## src/logic/nnFixedPkg.sv

```systemverilog
`default_nettype none

package nnFixedPkg;

	// the layer shape is fixed at build time.
	localparam int inputCount = 15;
	localparam int neuronCount = 4;

	// weights and biases carry 13 fraction bits.
	localparam int fracBits = 13;

	// an activation is a plain 16-bit unsigned value.
	localparam int activationWidth = 16;

	// the weight memory reserves this many words per neuron.
	// only the first inputCount of them are used.
	localparam int weightSlots = 16;

	typedef logic [activationWidth-1:0] activation_t;

	typedef logic signed [15:0] weight_t;

	// the accumulator wraps at 32 bits.
	typedef logic signed [31:0] accum_t;

	typedef logic [3:0] inputIndex_t;

	typedef logic [1:0] neuronIndex_t;

endpackage

`default_nettype wire

```

## src/logic/nnRegPkg.sv

```systemverilog
`default_nettype none

package nnRegPkg;

	localparam int apbAddrWidth = 12;

	typedef logic [apbAddrWidth-1:0] apbAddr_t;

	// writing a one to startBit of the control word launches the layer.
	localparam apbAddr_t ctrlAddr = 12'h000;
	localparam int startBit = 0;

	// status word is read-only.
	localparam apbAddr_t statusAddr = 12'h004;
	localparam int busyBit = 0;
	localparam int doneBit = 1;

	// all tables are one 32-bit word per entry.
	localparam apbAddr_t inputBase = 12'h040;
	localparam apbAddr_t outputBase = 12'h080;
	localparam apbAddr_t biasBase = 12'h100;

	// weight word index is neuron * 16 + input.
	localparam apbAddr_t weightBase = 12'h200;

endpackage

`default_nettype wire

```

## src/logic/macBus.sv

```systemverilog
`timescale 1ns/1ps
`default_nettype none

interface macBus;

	logic clear;
	logic accumulate;
	nnFixedPkg::activation_t activation;
	nnFixedPkg::weight_t weight;
	nnFixedPkg::weight_t bias;
	nnFixedPkg::activation_t result;
	logic resultValid;

	modport sequencer (
		output clear,
		output accumulate,
		output activation,
		output weight,
		output bias,
		input resultValid
	);

	modport mac (
		input clear,
		input accumulate,
		input activation,
		input weight,
		input bias,
		output result,
		output resultValid
	);

endinterface

`default_nettype wire

```

## src/logic/layerControl.sv

```systemverilog
`timescale 1ns/1ps
`default_nettype none

module layerControl (
	input logic clk,
	input logic reset,
	input logic psel,
	input logic penable,
	input logic pwrite,
	input logic [nnRegPkg::apbAddrWidth-1:0] paddr,
	input logic [31:0] pwdata,
	output logic [31:0] prdata,
	output logic pready,
	output logic pslverr,
	output logic weightWrite,
	output logic biasWrite,
	output logic inputWrite,
	output logic [5:0] weightIndex,
	output nnFixedPkg::neuronIndex_t biasIndex,
	output nnFixedPkg::inputIndex_t inputIndex,
	output nnFixedPkg::weight_t writeData,
	output nnFixedPkg::neuronIndex_t readNeuron,
	output nnFixedPkg::inputIndex_t readInput,
	output nnFixedPkg::neuronIndex_t outputSelect,
	input nnFixedPkg::activation_t storedActivation,
	input nnFixedPkg::weight_t storedWeight,
	input nnFixedPkg::weight_t storedBias,
	input nnFixedPkg::activation_t outputValue,
	macBus.sequencer mac
);

	localparam nnRegPkg::apbAddr_t inputSpan = nnRegPkg::apbAddr_t'(4 * nnFixedPkg::inputCount);
	localparam nnRegPkg::apbAddr_t outputSpan = nnRegPkg::apbAddr_t'(4 * nnFixedPkg::neuronCount);
	localparam nnRegPkg::apbAddr_t weightSpan =
		nnRegPkg::apbAddr_t'(4 * nnFixedPkg::weightSlots * nnFixedPkg::neuronCount);

	typedef enum logic [1:0] {idle, clearing, accumulating, rectifying} seqState_t;

	seqState_t state;
	nnFixedPkg::neuronIndex_t neuron;
	nnFixedPkg::inputIndex_t inputCounter;
	logic done;
	logic busy;
	logic access;
	logic aligned;
	logic ctrlHit;
	logic statusHit;
	logic inputHit;
	logic outputHit;
	logic biasHit;
	logic weightHit;
	logic tableHit;
	logic tableWriteOk;
	logic start;
	nnRegPkg::apbAddr_t inputOffset;
	nnRegPkg::apbAddr_t outputOffset;
	nnRegPkg::apbAddr_t biasOffset;
	nnRegPkg::apbAddr_t weightOffset;

	assign busy = (state != idle);
	assign access = psel & penable;
	assign aligned = (paddr[1:0] == 2'b00);

	// an offset below its base wraps high and fails the span check.
	assign inputOffset = paddr - nnRegPkg::inputBase;
	assign outputOffset = paddr - nnRegPkg::outputBase;
	assign biasOffset = paddr - nnRegPkg::biasBase;
	assign weightOffset = paddr - nnRegPkg::weightBase;

	assign ctrlHit = (paddr == nnRegPkg::ctrlAddr);
	assign statusHit = (paddr == nnRegPkg::statusAddr);
	assign inputHit = aligned && (inputOffset < inputSpan);
	assign outputHit = aligned && (outputOffset < outputSpan);
	assign biasHit = aligned && (biasOffset < outputSpan);
	// slot 15 of every neuron is a hole in the weight map.
	assign weightHit = aligned && (weightOffset < weightSpan) &&
		(weightOffset[5:2] < nnFixedPkg::inputIndex_t'(nnFixedPkg::inputCount));
	assign tableHit = inputHit | biasHit | weightHit;

	assign tableWriteOk = access && pwrite && !busy;
	assign weightWrite = tableWriteOk && weightHit;
	assign biasWrite = tableWriteOk && biasHit;
	assign inputWrite = tableWriteOk && inputHit;
	assign weightIndex = weightOffset[7:2];
	assign biasIndex = biasOffset[3:2];
	assign inputIndex = inputOffset[5:2];
	assign writeData = pwdata[15:0];
	assign start = access && pwrite && ctrlHit && pwdata[nnRegPkg::startBit] && !busy;

	assign pready = 1'b1;
	assign outputSelect = outputOffset[3:2];

	always_comb
	begin
		prdata = '0;
		if (statusHit)
		begin
			prdata[nnRegPkg::busyBit] = busy;
			prdata[nnRegPkg::doneBit] = done;
		end
		else if (outputHit)
		begin
			prdata[nnFixedPkg::activationWidth-1:0] = outputValue;
		end
	end

	// read-only words count as unmapped for writes.
	always_comb
	begin
		if (!access)
			pslverr = 1'b0;
		else if (pwrite)
			pslverr = !(ctrlHit || tableHit) || (busy && tableHit) ||
				(busy && ctrlHit && pwdata[nnRegPkg::startBit]);
		else
			pslverr = !(ctrlHit || statusHit || outputHit || tableHit);
	end

	assign readNeuron = neuron;
	assign readInput = inputCounter;
	assign mac.clear = (state == clearing);
	assign mac.accumulate = (state == accumulating);
	assign mac.activation = storedActivation;
	assign mac.weight = storedWeight;
	assign mac.bias = storedBias;

	always_ff @(posedge clk)
	begin
		if (reset)
		begin
			state <= idle;
			neuron <= '0;
			inputCounter <= '0;
			done <= 1'b0;
		end
		else
		begin
			case (state)
				idle:
				begin
					if (start)
					begin
						state <= clearing;
						neuron <= '0;
						inputCounter <= '0;
						done <= 1'b0;
					end
				end
				clearing:
				begin
					state <= accumulating;
					inputCounter <= '0;
				end
				accumulating:
				begin
					if (inputCounter == nnFixedPkg::inputIndex_t'(nnFixedPkg::inputCount - 1))
						state <= rectifying;
					else
						inputCounter <= inputCounter + 1'b1;
				end
				default:
				begin
					// the result is captured at the end of this cycle.
					if (mac.resultValid)
					begin
						if (neuron == nnFixedPkg::neuronIndex_t'(nnFixedPkg::neuronCount - 1))
						begin
							state <= idle;
							done <= 1'b1;
						end
						else
						begin
							state <= clearing;
							neuron <= neuron + 1'b1;
						end
					end
				end
			endcase
		end
	end

endmodule

`default_nettype wire

```

## src/logic/weightStore.sv

```systemverilog
`timescale 1ns/1ps
`default_nettype none

module weightStore (
	input logic clk,
	input logic weightWrite,
	input logic biasWrite,
	input logic [5:0] weightIndex,
	input nnFixedPkg::neuronIndex_t biasIndex,
	input nnFixedPkg::weight_t writeData,
	input nnFixedPkg::neuronIndex_t readNeuron,
	input nnFixedPkg::inputIndex_t readInput,
	output nnFixedPkg::weight_t storedWeight,
	output nnFixedPkg::weight_t storedBias
);

	// sixteen slots per neuron keep the index a simple concatenation.
	nnFixedPkg::weight_t weights [nnFixedPkg::neuronCount * nnFixedPkg::weightSlots] =
		'{default: '0};
	nnFixedPkg::weight_t biases [nnFixedPkg::neuronCount] = '{default: '0};

	always_ff @(posedge clk)
	begin
		if (weightWrite)
		begin
			weights[weightIndex] <= writeData;
		end
		if (biasWrite)
		begin
			biases[biasIndex] <= writeData;
		end
	end

	assign storedWeight = weights[{readNeuron, readInput}];
	assign storedBias = biases[readNeuron];

endmodule

`default_nettype wire

```

## src/logic/activationBuffer.sv

```systemverilog
`timescale 1ns/1ps
`default_nettype none

module activationBuffer (
	input logic clk,
	input logic reset,
	input logic inputWrite,
	input nnFixedPkg::inputIndex_t inputIndex,
	input nnFixedPkg::activation_t writeData,
	input nnFixedPkg::inputIndex_t readInput,
	output nnFixedPkg::activation_t storedActivation,
	input nnFixedPkg::neuronIndex_t readNeuron,
	macBus.mac mac,
	input nnFixedPkg::neuronIndex_t outputSelect,
	output nnFixedPkg::activation_t outputValue
);

	nnFixedPkg::activation_t inputs [nnFixedPkg::inputCount] = '{default: '0};
	nnFixedPkg::activation_t outputs [nnFixedPkg::neuronCount];

	always_ff @(posedge clk)
	begin
		if (inputWrite)
		begin
			inputs[inputIndex] <= writeData;
		end
	end

	// the sequencer still points at the finishing neuron while resultValid is high.
	always_ff @(posedge clk)
	begin
		if (reset)
		begin
			for (int n = 0; n < nnFixedPkg::neuronCount; n++)
			begin
				outputs[n] <= '0;
			end
		end
		else if (mac.resultValid)
		begin
			outputs[readNeuron] <= mac.result;
		end
	end

	assign storedActivation = inputs[readInput];
	assign outputValue = outputs[outputSelect];

endmodule

`default_nettype wire

```

## src/logic/neuronMac.sv

```systemverilog
`timescale 1ns/1ps
`default_nettype none

module neuronMac (
	input logic clk,
	input logic reset,
	macBus.mac mac
);

	localparam int sliceLow = nnFixedPkg::fracBits;
	localparam int sliceHigh = nnFixedPkg::fracBits + nnFixedPkg::activationWidth - 1;

	nnFixedPkg::accum_t accumulator;
	nnFixedPkg::accum_t activationWide;
	nnFixedPkg::accum_t weightWide;
	nnFixedPkg::accum_t product;
	nnFixedPkg::accum_t sum;
	nnFixedPkg::accum_t biasAligned;
	nnFixedPkg::activation_t rectified;
	logic accumulatePrev;

	// the activation is unsigned and zero-extends, the weight sign-extends.
	assign activationWide = nnFixedPkg::accum_t'(mac.activation);
	assign weightWide = nnFixedPkg::accum_t'(mac.weight);

	// only the low 32 bits of the product are kept.
	assign product = activationWide * weightWide;
	assign sum = accumulator + product;

	// bias moves up to the product's binary point.
	assign biasAligned = nnFixedPkg::accum_t'(mac.bias) <<< nnFixedPkg::fracBits;

	// negative sums clamp to zero, otherwise take the integer slice.
	assign rectified = sum[31] ? '0 : sum[sliceHigh:sliceLow];

	always_ff @(posedge clk)
	begin
		if (mac.clear)
		begin
			accumulator <= biasAligned;
		end
		else if (mac.accumulate)
		begin
			accumulator <= sum;
			mac.result <= rectified;
		end
	end

	always_ff @(posedge clk)
	begin
		if (reset)
		begin
			accumulatePrev <= 1'b0;
		end
		else
		begin
			accumulatePrev <= mac.accumulate;
		end
	end

	// the falling edge of accumulate marks the last product taken.
	assign mac.resultValid = accumulatePrev & ~mac.accumulate;

endmodule

`default_nettype wire

```

## src/logic/nnLayerTop.sv

```systemverilog
`timescale 1ns/1ps
`default_nettype none

module nnLayerTop (
	input logic clk,
	input logic reset,
	input logic psel,
	input logic penable,
	input logic pwrite,
	input logic [nnRegPkg::apbAddrWidth-1:0] paddr,
	input logic [31:0] pwdata,
	output logic [31:0] prdata,
	output logic pready,
	output logic pslverr
);

	logic weightWrite;
	logic biasWrite;
	logic inputWrite;
	logic [5:0] weightIndex;
	nnFixedPkg::neuronIndex_t biasIndex;
	nnFixedPkg::inputIndex_t inputIndex;
	nnFixedPkg::weight_t writeData;
	nnFixedPkg::neuronIndex_t readNeuron;
	nnFixedPkg::inputIndex_t readInput;
	nnFixedPkg::neuronIndex_t outputSelect;
	nnFixedPkg::activation_t storedActivation;
	nnFixedPkg::weight_t storedWeight;
	nnFixedPkg::weight_t storedBias;
	nnFixedPkg::activation_t outputValue;

	macBus macLink ();

	layerControl i_layerControl (
		.clk(clk),
		.reset(reset),
		.psel(psel),
		.penable(penable),
		.pwrite(pwrite),
		.paddr(paddr),
		.pwdata(pwdata),
		.prdata(prdata),
		.pready(pready),
		.pslverr(pslverr),
		.weightWrite(weightWrite),
		.biasWrite(biasWrite),
		.inputWrite(inputWrite),
		.weightIndex(weightIndex),
		.biasIndex(biasIndex),
		.inputIndex(inputIndex),
		.writeData(writeData),
		.readNeuron(readNeuron),
		.readInput(readInput),
		.outputSelect(outputSelect),
		.storedActivation(storedActivation),
		.storedWeight(storedWeight),
		.storedBias(storedBias),
		.outputValue(outputValue),
		.mac(macLink.sequencer)
	);

	weightStore i_weightStore (
		.clk(clk),
		.weightWrite(weightWrite),
		.biasWrite(biasWrite),
		.weightIndex(weightIndex),
		.biasIndex(biasIndex),
		.writeData(writeData),
		.readNeuron(readNeuron),
		.readInput(readInput),
		.storedWeight(storedWeight),
		.storedBias(storedBias)
	);

	// activations share the 16-bit write bus with the weights.
	activationBuffer i_activationBuffer (
		.clk(clk),
		.reset(reset),
		.inputWrite(inputWrite),
		.inputIndex(inputIndex),
		.writeData(writeData),
		.readInput(readInput),
		.storedActivation(storedActivation),
		.readNeuron(readNeuron),
		.mac(macLink.mac),
		.outputSelect(outputSelect),
		.outputValue(outputValue)
	);

	neuronMac i_neuronMac (
		.clk(clk),
		.reset(reset),
		.mac(macLink.mac)
	);

endmodule

`default_nettype wire

```

## config.mk

```make
export PLATFORM = sky130hd
export DESIGN_NAME = nnLayerTop
export DESIGN_NICKNAME = d
export VERILOG_FILES = /design/src/logic/nnFixedPkg.sv /design/src/logic/nnRegPkg.sv /design/src/logic/macBus.sv /design/src/logic/layerControl.sv /design/src/logic/weightStore.sv /design/src/logic/activationBuffer.sv /design/src/logic/neuronMac.sv /design/src/logic/nnLayerTop.sv
export SDC_FILE = /design/constraint.sdc
export NUM_CORES = 2
export LEC_CHECK = 0
export BUFFER_PORTS_ARGS = -buffer_cell sky130_fd_sc_hd__buf_2
export CAP_MARGIN = 20
export CORE_ASPECT_RATIO = 1.4
export CORE_UTILIZATION = 62
export CTS_CLUSTER_SIZE = 14
export DETAILED_ROUTE_END_ITERATION = 12
export MAX_ROUTING_LAYER = met4
export PLACE_DENSITY = 0.84
export REMOVE_ABC_BUFFERS = 1
export SLEW_MARGIN = 20
export SYNTH_ARGS = -nofsm -noshare
export SYNTH_HDL_FRONTEND = slang
export SYNTH_SLANG_ARGS = --single-unit
```

## constraint.sdc

```tcl
create_clock -name clk -period 9.15 [get_ports clk]
set_input_delay 0.4575 -clock clk [delete_from_list [all_inputs] [get_ports clk]]
set_output_delay 0.4575 -clock clk [all_outputs]
set_load 0.005 [all_outputs]
```

Word-level counts from Yosys, hierarchy flattened --
Memories as Yosys holds them, arrays and structs flattened. A register that Yosys moved wholly into a read port is not among the register bits. Cells that the tools add are included. Widths: inputs -> output; s select.
Cells by class: $mul 1, eq/ne operators 9, add/sub/neg operators 7, bitwise logic cells 7, magnitude comparators 5, reduce and logical (&&, ||, !) cells 41, mux-type cells 41
Operators by type and width (count):
- $mux 32 | 2
- $add 32x32->32 | 1
- $mul 17x16->32 | 1
- $mux 16 | 2
- $lt 12x5->1 const B | 2
- $mux 2 | 10
- $mux 1 | 18
- $logic_and 1x1->1 | 16
- $mux 4 | 4
- $reduce_or 16->1 | 1
- $mux 14 | 1
- $eq 12x3->1 const B | 1
- $logic_not 12->1 | 1
- $lt 12x6->1 const B | 1
- $lt 12x9->1 const B | 1
- $pmux 4 s3 | 1
- $sub 12x10->12 const B | 1
- $sub 12x7->12 const B | 1
- $sub 12x8->12 const B | 1
- $sub 12x9->12 const B | 1
- $reduce_and 4->1 | 2
- $reduce_bool 2->1 | 4
- $logic_or 1x1->1 | 6
- $ne 2x2->1 const B | 3
- 20 further kinds | 29
Storage, ports and cells: output and inout bits 34, memories 4, word-level logic and storage cells 123, register bits after elaboration 58, bits in writable memories 1392, bits of input ports 49
Memories:
- i_weightStore.weights | depth 64, bits a word 16, rd ports 1, clocked after Yosys merged registers in 0, write ports 1, line weightStore.sv:18 | nnFixedPkg::weight_t weights [nnFixedPkg::neuronCount * nnFixedPkg::weightSlots] =
- i_activationBuffer.inputs | depth 15, bits a word 16, rd ports 1, clocked after Yosys merged registers in 1, write ports 1, line activationBuffer.sv:18 | nnFixedPkg::activation_t inputs [nnFixedPkg::inputCount] = '{default: '0};
- i_activationBuffer.outputs | depth 4, bits a word 16, rd ports 1, clocked after Yosys merged registers in 0, write ports 4, line activationBuffer.sv:19 | nnFixedPkg::activation_t outputs [nnFixedPkg::neuronCount];
- i_weightStore.biases | depth 4, bits a word 16, rd ports 1, clocked after Yosys merged registers in 1, write ports 1, line weightStore.sv:20 | nnFixedPkg::weight_t biases [nnFixedPkg::neuronCount] = '{default: '0};

Depth between registers and ports, before layout --
depth after elaboration 11, gate-level depth with buffers 32

Worst setup path before layout --
OpenSTA, ideal clock, no wires.
path kind register to register, start register i_layerControl.inputCounter[1], in the netlist i_layerControl.readInput[1], end register i_neuronMac.mac.result[11], data pin, library setup time 0.261 ns, path slack 0.915 ns, buffers on the path 7, stages on the path, launching flop included 31, period minus slack after synthesis 8.235 ns, arrival 7.973 ns, cells stage by stage dfxtp_1 buf_6 buf_2 clkbuf_1 buf_2 mux4_2 mux4_2 mux4_2 buf_2 and2_1 fa_1 inv_1 fa_1 fa_1 inv_1 fa_1 inv_1 fa_1 fa_1 inv_1 ha_1 clkbuf_1 nand4_1 nor3_1 nand3_1 o2111ai_1 nor3b_1 o2111ai_1 a21boi_2 buf_6 nor3_2
On the way: longest elaborated chain between the ends 3
Ends and longest elaborated chain:
- from (decl) | line layerControl.sv:41 | nnFixedPkg::inputIndex_t inputCounter;
- from (signal assigned) | line layerControl.sv:159 | inputCounter <= inputCounter + 1'b1;
- $mem_v2 64x16
- $mul 17x16->32 | line neuronMac.sv:27 | assign product = activationWide * weightWide;
- $add 32x32->32 | line neuronMac.sv:28 | assign sum = accumulator + product;
- to (signal assigned) | line neuronMac.sv:45 | mac.result <= rectified;
- to (decl) | line macBus.sv:29 | output result,
No other way between the ends. A chain may end at the register's enable or synchronous reset.

Worst setup path in the final report --
start register i_layerControl.inputCounter[0], in the netlist i_layerControl.readInput[0], end register i_neuronMac.accumulator[28], data pin
On the way: longest elaborated chain between the ends 5
Ends and longest elaborated chain:
- $mem_v2 64x16
- $mul 17x16->32 | line neuronMac.sv:27
- $add 32x32->32 | line neuronMac.sv:28
- $mux 32 | line neuronMac.sv:42 | else if (mac.accumulate)
- $mux 32 | line neuronMac.sv:38 | if (mac.clear)
- to (signal assigned) | line neuronMac.sv:40 | accumulator <= biasAligned;
- to (signal assigned) | line neuronMac.sv:44 | accumulator <= sum;
- to (decl) | line neuronMac.sv:13 | nnFixedPkg::accum_t accumulator;
No other way between the ends. The select of a mux whose other input is x is not followed.

==> out/results.ini <==
[outcome]
run_status=finished, final reports clean

[finish]
area_growth_syn_to_layout_pct=10.66
multiInputGateArea_um2=20930
post_route_cells_drive_above_1_share=0.2206
seqCellArea_um2=43450
num-nets-final=4262
number_of_filler_instances_in_the_final_layout=6213

[yosys]
synth_edf_count=1427
netlist_top_cells_count=1427 x sky130_fd_sc_hd__edfxtp_1, 426 x sky130_fd_sc_hd__mux4_2, 310 x sky130_fd_sc_hd__inv_1, 225 x sky130_fd_sc_hd__fa_1, 213 x sky130_fd_sc_hd__and2_1
ys_top_cells_by_area=sky130_fd_sc_hd__edfxtp_1 65%, sky130_fd_sc_hd__mux4_2 15%, sky130_fd_sc_hd__fa_1 6.8%
synthDominantCellAreaShare=0.6479
synthesis.instances=3599
synth_async_sr_flop_share=0
synth_cell_type_count=64
ys_seq_elements=1456
synth.cell_area_um2=66140
synth_top_flop_cell=sky130_fd_sc_hd__edfxtp_1
synthesis.area_per_instance_um2=18.38
yosysWarningCount=0
synthMostInstantiatedCell=sky130_fd_sc_hd__edfxtp_1
seq_area_frac_synth=0.6566
yosys.area.top_type=sky130_fd_sc_hd__edfxtp_1

[sta]
final.period_utilization=0.9838
timing.final.setup_violations=0
layout_min_cycle_time_ns=9.001
final_hold_violations=0
final.setup_skew_ns=0.03194
timing.setup.tns_ns=0
clock.fmax_mhz=111.1
report.final.slew_viol_count=0
relSlewSlack=0.2719
worst_pin_slew_ns=1.082
hold_ws_ns=0.1586

[floorplanning]
std_cell_rows=141
design.die.area_um2=108000
die_w_um=278.0
ios=83
floorplan.die.height_um=388.5
starting_density=0.6259
placeableCoreArea_um2=105700

[power_and_ir_drop]
power.leakage_nw=24.95
power.sequential.fraction=0.574
power.switching_fraction=0.2045
p_total_mw=12.81
vdd.ir_drop.worst_v=0.0002047
power_report.internal_total_mw=10.19
share_comb_of_total_power=0.018
clock_power_share=0.408
netSwitchingPower_mw=2.621
pwr_density_cell_nw_per_um2=175.1

[placed_design]
io_buf_count=49
finalWeightedCongestion=0.9196
dp_wirelength_um=97510

[clock_tree]
tritoncts.num_buffers=133
h-tree-depth=4
postCtsHoldBufs=0
clock_latency_on_the_worst_skew_pair_ns=0.77
clock_tree_from_tritoncts=yes
clockBufferDepth=3
clock-root-buffer=sky130_fd_sc_hd__clkbuf_16
path_clk_slew_ns=0.07
cts_num_sinks=1456

[setup_path]
worst_ep_required_time_ns=9.64
critical_path_class=reg2reg
worstPathMaxFanout=26
cp-start-kind=flip-flop
critical_path.endpoint_type=flip-flop
critical_path_arrival_ns=9.49

[global_route]
first_pass_grt_wire_length_um=240000
grt_antenna_before_repair=5
pin_count_of_the_biggest_net_entering_global_routing=86
overflow=0
gr_util_all_layers=0.3229
first_global_vias=36690

[routing]
drt.antenna.violating_nets=0
via_total_after_detailed_routing=35500
drc=0
avgRoutedWirePerCell_um=32.40
drt_first_pass_iters=8
drt-initial-drc-count=4783
detailed_route_vias_per_instance=6.682
detail_route.wirelength_um=172200

[hold_path]
worst_hold_path_type=in2reg

[flow_run]
drv_cap=0

## worst max-delay path, stage by stage, from the launching register on
cell	delay, ns
sky130_fd_sc_hd__dfxtp_4	0.52
sky130_fd_sc_hd__buf_12	0.27
sky130_fd_sc_hd__buf_12	0.22
sky130_fd_sc_hd__mux4_2	0.54
sky130_fd_sc_hd__mux4_2	0.56
sky130_fd_sc_hd__mux4_2	0.69
sky130_fd_sc_hd__buf_4	0.24
sky130_fd_sc_hd__and2_1	0.17
sky130_fd_sc_hd__fa_1	0.47
sky130_fd_sc_hd__fa_1	0.50
sky130_fd_sc_hd__ha_1	0.21
sky130_fd_sc_hd__fa_1	0.47
sky130_fd_sc_hd__fa_1	0.55
sky130_fd_sc_hd__inv_1	0.05
sky130_fd_sc_hd__fa_1	0.47
sky130_fd_sc_hd__inv_1	0.04
sky130_fd_sc_hd__ha_1	0.29
sky130_fd_sc_hd__a21o_1	0.18
sky130_fd_sc_hd__or3_1	0.35
sky130_fd_sc_hd__o211ai_1	0.55
sky130_fd_sc_hd__nand2_1	0.30
sky130_fd_sc_hd__a2111oi_0	0.42
sky130_fd_sc_hd__buf_4	0.19
sky130_fd_sc_hd__nor2_1	0.05
sky130_fd_sc_hd__xnor2_1	0.25
sky130_fd_sc_hd__o21ai_0	0.13
## registers in the layout, summed over array words and instances, names as in the netlist, 4 cells and up, named ones only
name and count:
i_activationBuffer.inputs 240, i_activationBuffer.outputs 64, i_layerControl.readInput 4, i_neuronMac.accumulator 32
i_neuronMac.mac.result 16, i_weightStore.biases 64, i_weightStore.weights 1024
## timing repair
item | in CTS | in global routing
endpoints found under the hold margin | 0 | 0
setup endpoints to repair | 0 | 23
setup buffers | 0 | 13
gates resized for setup | 0 | 9
## layout by cell type, fill, tap and decap left out, types with 6 or more instances in the layout
| master | Yosys | layout |
|---|---|---|
| sky130_fd_sc_hd__diode_2 | 0 | 6 |
| sky130_fd_sc_hd__edfxtp_1 | 1427 | 1427 |
| sky130_fd_sc_hd__a21oi_1 | 30 | 30 |
| sky130_fd_sc_hd__nand2b_1 | 11 | 11 |
| sky130_fd_sc_hd__conb_1 | 2 | 81 |
| sky130_fd_sc_hd__nand3_1 | 20 | 20 |
| sky130_fd_sc_hd__nand2_1 | 178 | 178 |
| sky130_fd_sc_hd__ha_1 | 124 | 122 |
| sky130_fd_sc_hd__and2_1 | 213 | 213 |
| sky130_fd_sc_hd__buf_12 | 0 | 20 |
| sky130_fd_sc_hd__nor3_1 | 22 | 19 |
| sky130_fd_sc_hd__nor3_2 | 10 | 13 |
| sky130_fd_sc_hd__mux2i_1 | 35 | 35 |
| sky130_fd_sc_hd__clkinv_1 | 1 | 29 |
| sky130_fd_sc_hd__inv_1 | 310 | 310 |
| sky130_fd_sc_hd__or2_2 | 13 | 13 |
| sky130_fd_sc_hd__xnor2_1 | 23 | 23 |
| sky130_fd_sc_hd__clkbuf_16 | 0 | 138 |
| sky130_fd_sc_hd__buf_4 | 31 | 158 |
| sky130_fd_sc_hd__mux4_2 | 426 | 426 |
| sky130_fd_sc_hd__buf_2 | 46 | 49 |
| sky130_fd_sc_hd__nor2b_1 | 26 | 26 |
| sky130_fd_sc_hd__dfxtp_1 | 29 | 21 |
| sky130_fd_sc_hd__o21ai_0 | 56 | 56 |
| sky130_fd_sc_hd__fa_1 | 225 | 225 |
| sky130_fd_sc_hd__clkbuf_1 | 74 | 28 |
| sky130_fd_sc_hd__clkinv_2 | 0 | 11 |
| sky130_fd_sc_hd__nor2_1 | 128 | 125 |
| sky130_fd_sc_hd__xor2_1 | 7 | 7 |
| sky130_fd_sc_hd__a21o_1 | 10 | 10 |
| sky130_fd_sc_hd__inv_6 | 0 | 7 |
| sky130_fd_sc_hd__or3_1 | 8 | 8 |
## path summary, 6_finish.rpt
| check | start | endpoint | slack (ns) | cells past startpoint |
|---|---|---|---|---|
| max reg2reg | i_layerControl.readInput[0] | i_neuronMac.accumulator[28] | 0.15 | 25 |
| min | reset | i_layerControl.done | 0.16 | 2 |
| min reg2reg | i_neuronMac.accumulator[10] | i_neuronMac.accumulator[10] | 0.50 | 2 |
| max | i_layerControl.readInput[0] | i_neuronMac.accumulator[28] | 0.15 | 25 |
## layer usage
metal	up-vias	GRT usage	routed length, µm
met4	0	0.1838	11220
met2	2557	0.5448	90040
met5	-	-	0
met3	663	0.06052	16690
li1	14100	-	-
met1	18180	0.3617	54220
## final cells by class
class | instances | area share
Clock buffer | 163 | 0.04759
Inverter | 311 | 0.01595
Timing Repair Buffer | 235 | 0.02749
Antenna cell | 6 | 0.0002051
Sequential cell | 1456 | 0.5937
Multi-Input combinational cell | 1727 | 0.2860
Tap cell | 1358 | 0.02321
Clock inverter | 57 | 0.005846
## stage by stage
stage,utilization,worst slack [ns],instance area (µm²),instances
after detailed placement,0.6529,0.2882,69000,5070
final,0.6926,0.1487,73190,5313
after global placement,0.6529,0.2983,69000,5070
after floorplan,-,-10.92,65470,3493
after global routing,0.6925,-0.07647,73190,5310
after CTS,0.6900,0.1707,72910,5290
## power groups by stage
stage	registers (mW)	logic, mW	clock network [mW]
3_3_place_gp	7.50	0.209	0
4_1_cts	7.36	0.223	5.23
5_1_grt	7.36	0.245	5.49
6_report	7.36	0.234	5.22
2_1_floorplan	7.50	0.0754	0
3_5_place_dp	7.50	0.220	0
## kinds of logic (layout without fill, tap and decap cells)
group,Yosys count,in the layout,synth area share
other,2,87,0.0001135
adder cells (fa/ha/maj),349,349,0.09156
AO/OA/AOI/OAI,146,146,0.01388
AND/OR/NAND/NOR,657,657,0.05079
XOR/XNOR,30,30,0.003972
buffers and inverters,496,766,0.03237
flip-flops,1456,1456,0.6566
multiplexers,463,464,0.1507
Power figures use the tool's default switching activity.
